File: config.mk
export PLATFORM = sky130hd
export DESIGN_NAME = dcache_line_buf
export DESIGN_NICKNAME = d
export VERILOG_FILES = /design/src/verilog/dcache_pkg.sv /design/src/verilog/dcache_line_buf.sv
export VERILOG_INCLUDE_DIRS = /design/src /design/src/include
export SDC_FILE = /design/constraint.sdc
export NUM_CORES = 2
export LEC_CHECK = 0
export BUFFER_PORTS_ARGS = -buffer_cell sky130_fd_sc_hd__buf_2
export CAP_MARGIN = 20
export CORE_AREA = 2 2 461 463
export CTS_CLUSTER_DIAMETER = 30
export DETAILED_ROUTE_END_ITERATION = 8
export DIE_AREA = 0 0 463 465
export HOLD_SLACK_MARGIN = 0.05
export SLEW_MARGIN = 30
export SYNTH_ARGS = -nofsm -noshare
export SYNTH_HDL_FRONTEND = slang
export SYNTH_SLANG_ARGS = --single-unit
File: constraint.sdc
create_clock -name clk -period 16.45 [get_ports clk]
set_input_delay 3.29 -clock clk [delete_from_list [all_inputs] [get_ports clk]]
set_output_delay 3.29 -clock clk [all_outputs]
set_load 0.02 [all_outputs]
File: src/include/dcache_params.svh
// data cache geometry and memory bus widths
`ifndef DCACHE_PARAMS_SVH
`define DCACHE_PARAMS_SVH

// processor and bus widths
`define DC_ADDR_W     32
`define DC_WORD_W     32
`define DC_STRB_W     4

// 64 lines of 16 words, direct mapped
`define DC_INDEX_W    6
`define DC_OFFSET_W   4
`define DC_TAG_W      20
`define DC_LINE_WORDS 16

`endif

File: src/verilog/dcache_pkg.sv
// data cache shared types and controller state encoding
`default_nettype none

`include "dcache_params.svh"

package dcache_pkg;

    typedef logic [`DC_ADDR_W-1:0]   addr_t;
    typedef logic [`DC_WORD_W-1:0]   word_t;
    typedef logic [`DC_STRB_W-1:0]   strb_t;
    typedef logic [`DC_TAG_W-1:0]    tag_t;
    typedef logic [`DC_INDEX_W-1:0]  index_t;
    // word in line, doubles as burst beat number
    typedef logic [`DC_OFFSET_W-1:0] offset_t;
    typedef logic [`DC_LINE_WORDS*`DC_WORD_W-1:0] line_t;

    typedef enum logic [3:0] {
        IDLE,
        HIT_DONE,
        WB_ADDR,
        WB_DATA,
        WB_RESP,
        RF_ADDR,
        RF_DATA,
        FILL,
        DONE
    } ctrl_state_t;

endpackage

`default_nettype wire

File: src/verilog/dcache_line_buf.sv
// line assembly for store merge and refill, read and write-back word select
`timescale 1ns/1ps
`default_nettype none

`include "dcache_params.svh"

module dcache_line_buf import dcache_pkg::*; (
    input  wire          clk,
    input  wire          resetn,
    input  wire          capture,
    input  wire          beat_load,
    input  wire offset_t beat,
    input  wire offset_t offset,
    input  wire          d_we,
    input  wire word_t   d_wdata,
    input  wire strb_t   d_wstrb,
    input  wire line_t   rd_line,
    input  wire word_t   rdata,
    output line_t        wr_line,
    output word_t        wdata,
    output word_t        d_rdata
);

    line_t buf_q;

    // byte-strobe merge of a store into one word
    function automatic word_t merge_word(input word_t old_w, input word_t new_w,
                                         input strb_t strb);
        word_t res;
        res = old_w;
        for (int b = 0; b < `DC_STRB_W; b++) begin
            if (strb[b])
                res[8*b +: 8] = new_w[8*b +: 8];
        end
        return res;
    endfunction

    always_ff @(posedge clk) begin
        if (capture) begin
            buf_q <= rd_line;
            if (d_we)
                buf_q[offset*`DC_WORD_W +: `DC_WORD_W] <=
                    merge_word(rd_line[offset*`DC_WORD_W +: `DC_WORD_W], d_wdata, d_wstrb);
        end else if (beat_load) begin
            if (d_we && (beat == offset))
                buf_q[beat*`DC_WORD_W +: `DC_WORD_W] <= merge_word(rdata, d_wdata, d_wstrb);
            else
                buf_q[beat*`DC_WORD_W +: `DC_WORD_W] <= rdata;
        end
    end

    assign wr_line = buf_q;
    assign d_rdata = buf_q[offset*`DC_WORD_W +: `DC_WORD_W];

    // victim words go out straight from the store
    assign wdata = rd_line[beat*`DC_WORD_W +: `DC_WORD_W];

    // store merge during refill needs a steady target word
    a_refill_req_stable: assert property (@(posedge clk) disable iff (!resetn)
        beat_load |-> $stable(offset) && $stable(d_we));

endmodule

`default_nettype wire

==> impl_metrics.toml <==
[run_status]
outcome = "completed"

[synthesis]
synth_nets = 3504
synth_warnings = 0
synth_top_area_frac = 0.420
synth_cells = 2902
ys_async_sr_fraction = 0
avgSynthCellArea_sq_um = 12.6
synth_commonest_cells = "551 x nand2_1, 512 x edfxtp_1, 478 x o221ai_1"
yosys.cell_types.count = 54
synth.area.top_cells = "edfxtp_1 42%, mux4_2 21%, o221ai_1 11%"
synth_edf_count = 512
synth_seq_cells = 512
synth_seq_area_share = 0.420
syn_area_sq_um = 36600
synth.most_common_cell = "nand2_1"
yosys.area.top_type = "edfxtp_1"
synth_ff_type = "edfxtp_1"

[worst_hold_path]
hold_start = "rd_line[216]"
hp-class = "input port to flop"

[floorplanning]
num_io_pins = 1169
core_area_sq_um = 211000
die_area_sq_um = 215000
dieHeight_um = 465
num_rows = 169
fp.dieW_um = 463
initial_utilization = 0.173

[cells_and_area]
largest_register_ff_count = 512
fillerInstances = 22426
drive_gt1_frac = 0.492
layoutNonFillerInstCount = 7061
regArea_sq_um = 15400
multi_input_area_sq_um = 20300
syn_to_final_growth_pct = 41.1
post-route-util = 0.245
nNetsFinal = 4587

[clocking]
cts_tree = "done"
ctsResizeCount = 0
clock-root-buffer = "clkbuf_16"
cts_inserted_buffers = 152
cts_sinks = 512
clk_pin_slew_ns = 0.04
cts.htree.levels = 4
cts_setup_buffers = 0
cts.path.max_buffers = 3
ctsHoldBuffers = 0

[detailed_routing]
wl_per_cell_um = 51.9
routed_wl_um = 366000
ant_nets = 0
route.vias.total = 42829
via_per_inst = 6.07
firstDrtPassIters = 7
drtIter0Drc = 8942
remaining_drc_errors = 0

[timing]
fmax_mhz = 99.1
worst_pin_slew_ns = 1.22
rsz0062_at_grt = "false"
fin_tns_setup_ns = 0
whs_ns = 2.81
min_period_over_period = 0.613
final_hold_viol_count = 0
setup_viol = 0
period_needed_ns = 10.09
relSlewSlack = 0.186
drv_slew = 0

[critical_path]
cp.required_ns = 13.16
crit_path_start = "offset[0]"
worst_setup_path_start_kind = "input port"
critPathCaptureType = "output pin"
crit_type = "input port to output pin"
crit_fanout = 81
arrival_ns = 6.80

[placement]
port_buffers = 1167
routabilityCongestion = 0.990
dp_hpwl_um = 269000
dpl.cell_count = 6652

[run]
max_cap_violations = 0

[pwr]
peakVddDrop_mv = 0.109
power_mw = 6.16
leakage_nw = 19.7
powerDensity_nw_per_um2 = 119

[global_routing]
grt_max_degree = 82
grt_antenna_before_repair = 147
grt_pass1_wl_um = 453000
gr-total-overflow = 0
grt_usage = 0.327
grt_pass1_vias = 39763
[metal layers]
metal,share of wire,GRT usage,up-vias
li1,-,-,14642
met1,0.32,0.349,21180
met2,0.43,0.493,5345
met3,0.15,0.162,1620
met4,0.099,0.254,42
met5,0.0017,0.0112,-
[critical path: stages]
cell and delay, ns:
buf_8 0.40, buf_12 0.48, buf_4 0.79, mux4_2 0.74
mux4_2 0.54, buf_2 0.20
[cells by family after synthesis]
group	count (synthesis)	share of synthesized area
AO/OA/AOI/OAI	732	0.163
multiplexers	596	0.285
flip-flops	512	0.420
AND/OR/NAND/NOR	682	0.0776
XOR/XNOR	6	0.00164
buffers and inverters	365	0.0486
adder cells (fa/ha/maj)	9	0.00308
[metrics by stage]
stage / area [sq um] / setup WS, ns
global placement: 45800 / 6.48
detailed placement: 46100 / 6.45
finish: 51600 / 6.36
global route: 51500 / 6.28
floorplan: 36600 / 7.86
CTS: 51300 / 6.44
[layout by cell type, fill, tap and decap left out, types with 23 or more instances in the layout]
master	count
clkbuf_16	154
a32o_1	23
diode_2	128
a22oi_1	85
mux2i_1	221
clkinv_1	33
o221ai_1	478
edfxtp_1	512
o21ai_0	29
nand2_1	524
o22ai_1	30
clkinv_2	32
buf_2	1160
nor2_1	40
mux4_2	340
buf_4	104
[layout make-up]
type,instances,share of cell area
Multi-Input combinational cell,2025,0.393
Inverter,10,0.000848
Timing Repair Buffer,1284,0.134
Clock inverter,116,0.0240
Tap cell,2821,0.0684
Sequential cell,512,0.298
Antenna cell,128,0.00621
Clock buffer,165,0.0755
[power by group]
| part | internal, mW | switching (mW) |
|---|---|---|
| sequential | 1.59 | 0.113 |
| clock | 1.97 | 1.00 |
| combinational | 0.444 | 1.04 |
[worst paths after layout]
kind / endpoint / slack (ns) / depth (start not counted)
worst max-delay path: d_rdata[10] / 6.36 / 6
worst min-delay path: wr_line[216]$_DFFE_PP_ / 2.81 / 3
Note: power is estimated with default switching activity, not from simulation.
