[src/include/dcache_params.svh]
// data cache geometry and memory bus widths
`ifndef DCACHE_PARAMS_SVH
`define DCACHE_PARAMS_SVH

// processor and bus widths
`define DC_ADDR_W     32
`define DC_WORD_W     32
`define DC_STRB_W     4

// 64 lines of 16 words, direct mapped
`define DC_INDEX_W    6
`define DC_OFFSET_W   4
`define DC_TAG_W      20
`define DC_LINE_WORDS 16

`endif

[src/verilog/dcache_pkg.sv]
// data cache shared types and controller state encoding
`default_nettype none

`include "dcache_params.svh"

package dcache_pkg;

    typedef logic [`DC_ADDR_W-1:0]   addr_t;
    typedef logic [`DC_WORD_W-1:0]   word_t;
    typedef logic [`DC_STRB_W-1:0]   strb_t;
    typedef logic [`DC_TAG_W-1:0]    tag_t;
    typedef logic [`DC_INDEX_W-1:0]  index_t;
    // word in line, doubles as burst beat number
    typedef logic [`DC_OFFSET_W-1:0] offset_t;
    typedef logic [`DC_LINE_WORDS*`DC_WORD_W-1:0] line_t;

    typedef enum logic [3:0] {
        IDLE,
        HIT_DONE,
        WB_ADDR,
        WB_DATA,
        WB_RESP,
        RF_ADDR,
        RF_DATA,
        FILL,
        DONE
    } ctrl_state_t;

endpackage

`default_nettype wire

[src/verilog/dcache_lookup.sv]
// address decode, tag compare and victim write-back decision
`timescale 1ns/1ps
`default_nettype none

`include "dcache_params.svh"

module dcache_lookup import dcache_pkg::*; (
    input  wire addr_t   d_addr,
    input  wire tag_t    rd_tag,
    input  wire          rd_valid,
    input  wire          rd_dirty,
    output index_t       index,
    output offset_t      offset,
    output tag_t         tag,
    output logic         hit,
    output logic         writeback_needed,
    output addr_t        line_addr,
    output addr_t        victim_addr
);

    // byte bits below the word offset, then word offset, index and tag
    localparam int LINE_LSB  = `DC_OFFSET_W + 2;
    localparam int INDEX_MSB = LINE_LSB + `DC_INDEX_W - 1;

    assign offset = d_addr[LINE_LSB-1:2];
    assign index  = d_addr[INDEX_MSB:LINE_LSB];
    assign tag    = d_addr[`DC_ADDR_W-1:`DC_ADDR_W-`DC_TAG_W];

    assign hit = rd_valid && (rd_tag == tag);

    // dirty line of another tag must go out first
    assign writeback_needed = rd_valid && rd_dirty && !hit;

    assign line_addr   = {d_addr[`DC_ADDR_W-1:LINE_LSB], {LINE_LSB{1'b0}}};
    assign victim_addr = {rd_tag, index, {LINE_LSB{1'b0}}};

endmodule

`default_nettype wire

[config.mk]
export PLATFORM = sky130hd
export DESIGN_NAME = dcache_lookup
export DESIGN_NICKNAME = d
export VERILOG_FILES = /design/src/verilog/dcache_pkg.sv /design/src/verilog/dcache_lookup.sv
export VERILOG_INCLUDE_DIRS = /design/src /design/src/include
export SDC_FILE = /design/constraint.sdc
export NUM_CORES = 1
export LEC_CHECK = 0
export BUFFER_PORTS_ARGS = -buffer_cell sky130_fd_sc_hd__buf_2
export CAP_MARGIN = 20
export CORE_MARGIN = 2
export CORE_UTILIZATION = 32
export DETAILED_ROUTE_END_ITERATION = 10
export GPL_TIMING_DRIVEN = 0
export PLACE_DENSITY = 0.86
export SLEW_MARGIN = 20
export SYNTH_ARGS = -nofsm -noshare
export SYNTH_HDL_FRONTEND = slang
export SYNTH_SLANG_ARGS = --single-unit
[constraint.sdc]
create_clock -name vclk -period 4.01
set_clock_uncertainty 0.15 [all_clocks]
set_input_delay 0.802 -clock vclk [all_inputs]
set_output_delay 0.802 -clock vclk [all_outputs]
set_load 0.05 [all_outputs]
==> flow_metrics.env <==
export IMPL_fin_crit_ns=2.93
export IMPL_dp_wirelength_mm=2.44
export IMPL_final_util_pct=59.4
export IMPL_chipHeight_um=58.3
export IMPL_num_sequential=0
export IMPL_final_non_filler_cells=293
export IMPL_antenna_left=0
export IMPL_largest_driver_fanout_on_the_critical_path=3
export IMPL_seqCellArea_sq_um=0
export IMPL_grt_overflow=0
export IMPL_area_contributors_post_synth="sky130_fd_sc_hd__buf_4 (75%), sky130_fd_sc_hd__xnor2_1 (12%), sky130_fd_sc_hd__xor2_1 (6.5%)"
export IMPL_cp_launch_type="input pin"
export IMPL_holdCritPathClass="in2out"
export IMPL_fillCellCount=272
export IMPL_routability_driven_placement_congestion_ratio=0.700
export IMPL_placement_cell_area_sq_mm=0.00165
export IMPL_final_cell_area_sq_mm=0.00165
export IMPL_post_route_cells_drive_above_1_share_pct=84.0
export IMPL_cap_violations=0
export IMPL_critPathSlowestCell="sky130_fd_sc_hd__nor4_1"
export IMPL_track_usage_pct=12.3
export IMPL_netlist_instances=125
export IMPL_slew_violations=0
export IMPL_first_global_vias=846
export IMPL_grt_max_degree=4
export IMPL_initial_antenna_violation_count=0
export IMPL_area_of_combinational_cells_with_multiple_inputs_sq_um=278
export IMPL_num_clock_buffers=0
export IMPL_finish_net_count=318
export IMPL_outcome="finished clean"
export IMPL_rsz0062_at_grt="false"
export IMPL_yosys_cell_types_count=10
export IMPL_end_kind="output pin"
export IMPL_rows=19
export IMPL_worst_ep_arrival_ns=1.98
export IMPL_report_final_hold_viol_count=0
export IMPL_power_per_cell_area_mw_per_mm2=207
export IMPL_floorplan_initialDensity_pct=33.9
export IMPL_area_growth_pct=75.4
export IMPL_critPathBufInv=2
export IMPL_place_worst_setup_slack_ns=1.07
export IMPL_cts_hold_buf=0
export IMPL_top_level_ports=150
export IMPL_peak_vdd_ir_v=0.000170
export IMPL_crit_path_cell_trace="buf_2 -> xor2_1 -> nor4_1 -> and3_1 -> and3_1 -> buf_2"
export IMPL_drt_initial_drc_count=14
export IMPL_timing_fmax_mhz=341
export IMPL_detailroute_via_count=1075
export IMPL_family_with_the_most_delay_on_the_worst_path="simple AND/OR/NAND/NOR gates"
export IMPL_synth_commonest_cells="sky130_fd_sc_hd__buf_4 (94), sky130_fd_sc_hd__xnor2_1 (13), sky130_fd_sc_hd__xor2_1 (7), sky130_fd_sc_hd__nand4_1 (3)"
export IMPL_required_ns=3.06
export IMPL_power_leakage_nw=1.07
export IMPL_final_min_period_over_clock_period_pct=73.1
export IMPL_yosysTopAreaCellShare_pct=74.9
export IMPL_detailed_route_drc_error_count=0
export IMPL_timing_final_ws_setup_ns=1.08
export IMPL_hold_worst_slack_ns=1.76
export IMPL_totalWireLength_mm=2.52
export IMPL_floorplan_core_area_sq_mm=0.00278
export IMPL_grt_use_met1_pct=11.5
export IMPL_die_area_sq_mm=0.00339
export IMPL_post_place_cells=293
export IMPL_critPathKind="in2out"
export IMPL_post_cts_setup_buffers=0
export IMPL_route_detailed_wl_per_inst_um=8.60
export IMPL_timing_critical_path_slowest_cell_delay_ns=0.27
export IMPL_synth_most_common_cell="sky130_fd_sc_hd__buf_4"
export IMPL_synthesis_area_sq_um=942
export IMPL_timing_critical_path_depth=6
export IMPL_syn_area_per_cell_sq_um=7.54
export IMPL_die_x_um=58.3
export IMPL_synth_area_leader="sky130_fd_sc_hd__buf_4"
export IMPL_gr_max_usage_layer="met2"
export IMPL_setup_viol=0
export IMPL_routed_via_density=3.67
export IMPL_globalRouteMet3Util_pct=1.12
export IMPL_grt_met2_usage_pct=28.4
export IMPL_first_pass_iteration_count_of_the_detailed_router=4
export IMPL_synth_sequential_area_ratio_pct=0
export IMPL_fin_total_pwr_uw=342
export IMPL_timing_setup_tns_ns=0
export IMPL_yosysWarnings=0
export IMPL_grt_pass1_wl_mm=3.43
export IMPL_antenna_diode_count=0
export IMPL_port_buffers=126
export IMPL_post_cts_resize_count=0
export IMPL_hold_depth=2
final timing paths:
path                   start       end  slack (ns)
setup / recovery  d_addr[23]       hit        1.08
hold / removal     d_addr[8]  index[2]        1.76
power by group:
group | total, mW | switching, mW | leakage (nW) | internal [mW]
clock network | 0 | 0 | 0 | 0
registers | 0 | 0 | 0 | 0
logic | 0.342 | 0.229 | 1.07 | 0.113
cell type report:
type	count	area share (%)
plain buffers	94	42.7
repair buffers	126	38.2
multi-input cells	42	16.8
well taps	31	2.35
cells in the final DEF (no fill, tap or decap):
| master | instances |
|---|---|
| sky130_fd_sc_hd__xor2_1 | 7 |
| sky130_fd_sc_hd__conb_1 | 12 |
| sky130_fd_sc_hd__xnor2_1 | 13 |
| sky130_fd_sc_hd__buf_4 | 94 |
| sky130_fd_sc_hd__nand4_1 | 3 |
| sky130_fd_sc_hd__a31oi_1 | 1 |
| sky130_fd_sc_hd__nand2_1 | 1 |
| sky130_fd_sc_hd__buf_2 | 126 |
| sky130_fd_sc_hd__nor4_1 | 2 |
| sky130_fd_sc_hd__nor2_1 | 1 |
| sky130_fd_sc_hd__and3_1 | 2 |
cell families after synthesis:
group,after synthesis,share of synthesized area [%]
XOR/XNOR,20,18.6
buffers and inverters,94,74.9
AND/OR/NAND/NOR,9,5.44
AO/OA/AOI/OAI,1,0.664
other,1,0.398
metal layers:
layer,part of all wire [%],wire length [um],vias up
li1,-,-,558
met3,13,317,0
met2,59,1480,70
met1,29,726,447
met5,0,0,-
met4,0,0,0
Note: power is estimated with default switching activity, not from simulation.
