$ cat src/include/dcache_params.svh
// data cache geometry and memory bus widths
`ifndef DCACHE_PARAMS_SVH
`define DCACHE_PARAMS_SVH

// processor and bus widths
`define DC_ADDR_W     32
`define DC_WORD_W     32
`define DC_STRB_W     4

// 64 lines of 16 words, direct mapped
`define DC_INDEX_W    6
`define DC_OFFSET_W   4
`define DC_TAG_W      20
`define DC_LINE_WORDS 16

`endif

$ cat src/verilog/dcache_pkg.sv
// data cache shared types and controller state encoding
`default_nettype none

`include "dcache_params.svh"

package dcache_pkg;

    typedef logic [`DC_ADDR_W-1:0]   addr_t;
    typedef logic [`DC_WORD_W-1:0]   word_t;
    typedef logic [`DC_STRB_W-1:0]   strb_t;
    typedef logic [`DC_TAG_W-1:0]    tag_t;
    typedef logic [`DC_INDEX_W-1:0]  index_t;
    // word in line, doubles as burst beat number
    typedef logic [`DC_OFFSET_W-1:0] offset_t;
    typedef logic [`DC_LINE_WORDS*`DC_WORD_W-1:0] line_t;

    typedef enum logic [3:0] {
        IDLE,
        HIT_DONE,
        WB_ADDR,
        WB_DATA,
        WB_RESP,
        RF_ADDR,
        RF_DATA,
        FILL,
        DONE
    } ctrl_state_t;

endpackage

`default_nettype wire

$ cat src/verilog/dcache_ctrl.sv
// cache controller sequencing hit, write-back and refill over the burst bus
`timescale 1ns/1ps
`default_nettype none

`include "dcache_params.svh"

module dcache_ctrl import dcache_pkg::*; (
    input  wire          clk,
    input  wire          resetn,
    input  wire          d_req,
    input  wire          d_we,
    input  wire          hit,
    input  wire          writeback_needed,
    input  wire addr_t   line_addr,
    input  wire addr_t   victim_addr,
    input  wire          arready,
    input  wire          rvalid,
    input  wire          rlast,
    input  wire          awready,
    input  wire          wready,
    input  wire          bvalid,
    output addr_t        araddr,
    output logic         arvalid,
    output addr_t        awaddr,
    output logic         awvalid,
    output logic         wvalid,
    output logic         wlast,
    output logic         d_stall,
    output logic         store_wr_en,
    output logic         store_dirty,
    output logic         capture,
    output logic         beat_load,
    output offset_t      beat
);

    localparam offset_t LAST_BEAT = offset_t'(`DC_LINE_WORDS - 1);

    ctrl_state_t state;
    offset_t     beat_q;

    always_ff @(posedge clk) begin
        if (!resetn) begin
            state  <= IDLE;
            beat_q <= '0;
        end else begin
            case (state)
                IDLE: begin
                    beat_q <= '0;
                    if (d_req) begin
                        if (hit)
                            state <= HIT_DONE;
                        else if (writeback_needed)
                            state <= WB_ADDR;
                        else
                            state <= RF_ADDR;
                    end
                end
                HIT_DONE: state <= IDLE;
                WB_ADDR: begin
                    if (awready)
                        state <= WB_DATA;
                end
                WB_DATA: begin
                    // counter wraps back to 0 for the refill
                    if (wready) begin
                        beat_q <= beat_q + 1'b1;
                        if (beat_q == LAST_BEAT)
                            state <= WB_RESP;
                    end
                end
                WB_RESP: begin
                    if (bvalid)
                        state <= RF_ADDR;
                end
                RF_ADDR: begin
                    if (arready)
                        state <= RF_DATA;
                end
                RF_DATA: begin
                    if (rvalid) begin
                        beat_q <= beat_q + 1'b1;
                        if (rlast)
                            state <= FILL;
                    end
                end
                FILL: state <= DONE;
                DONE: state <= IDLE;
                default: state <= IDLE;
            endcase
        end
    end

    // address sources are held stable by the processor
    assign arvalid = (state == RF_ADDR);
    assign araddr  = line_addr;
    assign awvalid = (state == WB_ADDR);
    assign awaddr  = victim_addr;
    assign wvalid  = (state == WB_DATA);
    assign wlast   = wvalid && (beat_q == LAST_BEAT);

    // request completes in HIT_DONE or DONE
    assign d_stall = d_req && (state != HIT_DONE) && (state != DONE);

    assign store_wr_en = ((state == HIT_DONE) && d_we) || (state == FILL);
    assign store_dirty = d_we;
    assign capture     = (state == IDLE) && d_req && hit;
    assign beat_load   = (state == RF_DATA) && rvalid;
    assign beat        = beat_q;

    a_arvalid_hold: assert property (@(posedge clk) disable iff (!resetn)
        arvalid && !arready |=> arvalid && $stable(araddr));

    // write burst goes on after every beat but the one flagged last
    a_wlast_beat: assert property (@(posedge clk) disable iff (!resetn)
        wvalid && wready |=> wvalid != $past(wlast));

endmodule

`default_nettype wire

$ cat config.mk
export PLATFORM = sky130hd
export DESIGN_NAME = dcache_ctrl
export DESIGN_NICKNAME = d
export VERILOG_FILES = /design/src/verilog/dcache_pkg.sv /design/src/verilog/dcache_ctrl.sv
export VERILOG_INCLUDE_DIRS = /design/src /design/src/include
export SDC_FILE = /design/constraint.sdc
export NUM_CORES = 1
export LEC_CHECK = 0
export ABC_CLOCK_PERIOD_IN_PS = 1660
export BUFFER_PORTS_ARGS = -buffer_cell sky130_fd_sc_hd__buf_4
export CAP_MARGIN = 20
export CORE_ASPECT_RATIO = 1.5
export CORE_MARGIN = 3
export CORE_UTILIZATION = 32
export DETAILED_ROUTE_END_ITERATION = 7
export GPL_TIMING_DRIVEN = 0
export PLACE_DENSITY = 0.79
export SLEW_MARGIN = 0
export SYNTH_ARGS = -nofsm -noshare
export SYNTH_HDL_FRONTEND = slang
export SYNTH_SLANG_ARGS = --single-unit
$ cat constraint.sdc
create_clock -name clk -period 1.66 [get_ports clk]
set_clock_uncertainty 0.05 [all_clocks]
set_input_delay 0.332 -clock clk [delete_from_list [all_inputs] [get_ports clk]]
set_output_delay 0.332 -clock clk [all_outputs]
set_load 0.005 [all_outputs]
==> run_results.csv <==
group,metric,value,unit
power_and_ir_drop,powerDensity,681,mW/mm^2
routing,dr.pass1.iters,4,
final_layout,n_fill_cell,312,
setup_path,ff2ff_path_depth,5,
die,die_x,55.7,um
sta,grt_setup_unrepaired,"true",
clocking,numCtsBuffers,3,
setup_path,r2r_end,"beat[2]$_SDFFE_PN0P_",
sta,relSlewSlack,69.2,%
power_and_ir_drop,leakagePower,1.08,nW
setup_path,cp-start-kind,"register",
final_layout,final_nets,327,
final_layout,syn_to_final_growth,74.1,%
global_routing,grt_pass1_vias,1389,
logic_synthesis,yosysWarnings,0,
outcome,run_status,"finished clean",
global_routing,grt-ovfl-total,0,
final_layout,multi_input_area,536,um^2
clocking,clock_path_buffers,2,
setup_path,path_class,"reg2out",
sta,period_needed,1.65,ns
hold_path,holdPathEnd,"state[1]$_SDFFE_PN0P_",
die,core_region_area,0.00348,mm^2
sta,timing.fmax,607,MHz
place,io_buffers,88,
hold_path,hold_class,"in2reg",
global_routing,track_usage,17.2,%
logic_synthesis,ys_ff_latch,8,
routing,dr.first_iter.drc_count,13,
clocking,numClockSinks,8,
hold_path,whs_path_depth,3,
logic_synthesis,synth_area_leader_cell,"buf_4",
setup_path,reg2reg_from,"state[0]$_SDFFE_PN0P_",
place,dpl.hpwl,3360,um
sta,finalSetupViolations,0,
routing,routed_wl,3990,um
routing,drt-vias-per-instance,4.61,
clocking,htreeDepth,1,
place,gp_congestion,0.834,
die,io_pins,153,
die,die_h,80.6,um
sta,whs,0.350,ns
sta,hold_violations,0,
sta,post-route-period-util,99.3,%
routing,dr_total_vias,1337,
clocking,cts_tree,"done",
setup_path,cp.required,1.28,ns
global_routing,antenna_found_initial,0,
routing,ant_nets,0,
hold_path,min_from,"resetn",
clocking,hold_buffers,0,
setup_path,critPathMaxFanout,6,
die,initial_core_util,34.1,%
logic_synthesis,synthesis.area,0.00119,mm^2
flow_run,cap_violations,0,
die,rows,26,
logic_synthesis,avgSynthCellArea,7.96,um^2
sta,worstMarginPinSlew,0.461,ns
logic_synthesis,ys_top_cells_by_area,"buf_4, dfxtp_1, mux2i_1, nor3b_1, nor2_1",
global_routing,grt_max_degree,11,
logic_synthesis,ys_seq_area_share,13.5,%
final_layout,n_antenna_cell,0,
setup_path,worstSetupEndpointType,"output port",
die,die-area,0.00449,mm^2
logic_synthesis,synthArstFlopShare,0,%
sta,maxSlewViolCount,0,
logic_synthesis,ys_top_cells_by_count,"buf_4, dfxtp_1, nor2_1, nand2_1, nor3b_1",
power_and_ir_drop,power,1.41,mW
clocking,clkTransAtPathRegs,0.04,ns
routing,drc,0,
clocking,clock_latency,0.23,ns
logic_synthesis,syn_inst,149,
clocking,root_buffer,"clkbuf_8",
logic_synthesis,synth_top_area_share,41.8,%
setup_path,crit_arrival,1.27,ns
logic_synthesis,synth_ff_type,"dfxtp_1",
logic_synthesis,yosysUniqueCellTypes,43,
final_layout,drive_gt1_share,73.8,%
setup_path,rrSetupSlack,0.04,ns
logic_synthesis,yosysMostFrequentCell,"buf_4",
power_and_ir_drop,ir_worst_vdd,0.438,mV
routing,wl_per_cell,13.8,um
global_routing,grt_pass1_wl,6110,um
logic_synthesis,synth_nets,226,
final_layout,regArea,166,um^2
logic_synthesis,synth-edff-count,0,
layout make-up:
class	instances	share of cell area [%]
tap	42	2.55
multi-input combinational	69	25.9
sequential	8	8.06
buffer	70	26.2
clock buffer	3	2.00
inverter	2	0.364
timing repair buffer	96	34.9
routing by layer:
layer	routed length, um	up-vias	global-route usage, %
li1	-	641	-
met1	1210	577	15.6
met2	2120	111	32.6
met3	608	8	7.56
met4	60	0	7.79
met5	0	-	0
repair_timing:
action / 4_1_cts / 5_1_grt
endpoints found under the setup margin: 5 / 10
gates resized for setup: 9 / 11
buffers inserted: 6 / 2
pin swaps: 1 / 3
through the flow:
step / TNS, ns / util, % / cell area, um^2 / cells / worst slack (ns)
after global routing: -0.0181 / 59.3 / 2060 / 290 / -0.0181
after floorplan: 0 / - / 1190 / 149 / 0.171
final: 0 / 59.3 / 2060 / 290 / 0.0123
after detailed placement: 0 / 54.6 / 1900 / 279 / 0.0126
after CTS: 0 / 57.7 / 2010 / 288 / 0.00244
after global placement: 0 / 54.6 / 1900 / 279 / 0.0375
worst max-delay path by stage:
stage,startpoint,end,cells after the start
2_1_floorplan,state[0]$_SDFFE_PN0P_,state[0]$_SDFFE_PN0P_,5
3_3_place_gp,state[0]$_SDFFE_PN0P_,state[0]$_SDFFE_PN0P_,5
3_5_place_dp,state[1]$_SDFFE_PN0P_,beat[2]$_SDFFE_PN0P_,5
4_1_cts,state[0]$_SDFFE_PN0P_,d_stall,5
5_1_grt,state[3]$_SDFFE_PN0P_,wlast,4
6_report,state[3]$_SDFFE_PN0P_,wlast,4
worst max-delay path, cell delays in order (launching register included):
cell and delay (ns):
dfxtp_1 0.31, buf_6 0.12, and4bb_2 0.30, and4_1 0.20
buf_4 0.11
registers in the layout, indices dropped and copies added (netlist names):
register and cells:
beat 4, state 4
layout by cell type (no fill, tap or decap), types with 3 or more instances in the layout:
cell type,netlist,final
clkbuf_8,0,3
dfxtp_1,8,5
nand2b_1,3,3
nor3_1,3,3
nor3b_1,5,4
nand3_1,3,3
buf_4,66,162
o21ai_1,3,3
nand2_1,5,5
a21oi_1,3,3
buf_6,1,4
nor2_1,8,6
mux2i_1,4,4
power breakdown:
part	internal, mW	switching [mW]	total, mW
combinational	0.521	0.385	0.906
sequential	0.228	0.0355	0.264
clock	0.157	0.0790	0.236
total	0.906	0.500	1.41
kinds of logic after synthesis:
kind of cell | synth area share [%]
AO/OA/AOI/OAI | 11.6
adder cells (fa/ha/maj) | 1.05
buffers and inverters | 44.6
multiplexers | 3.38
AND/OR/NAND/NOR | 23.6
flip-flops | 13.5
XOR/XNOR | 2.22
Power figures use the tool's default switching activity.
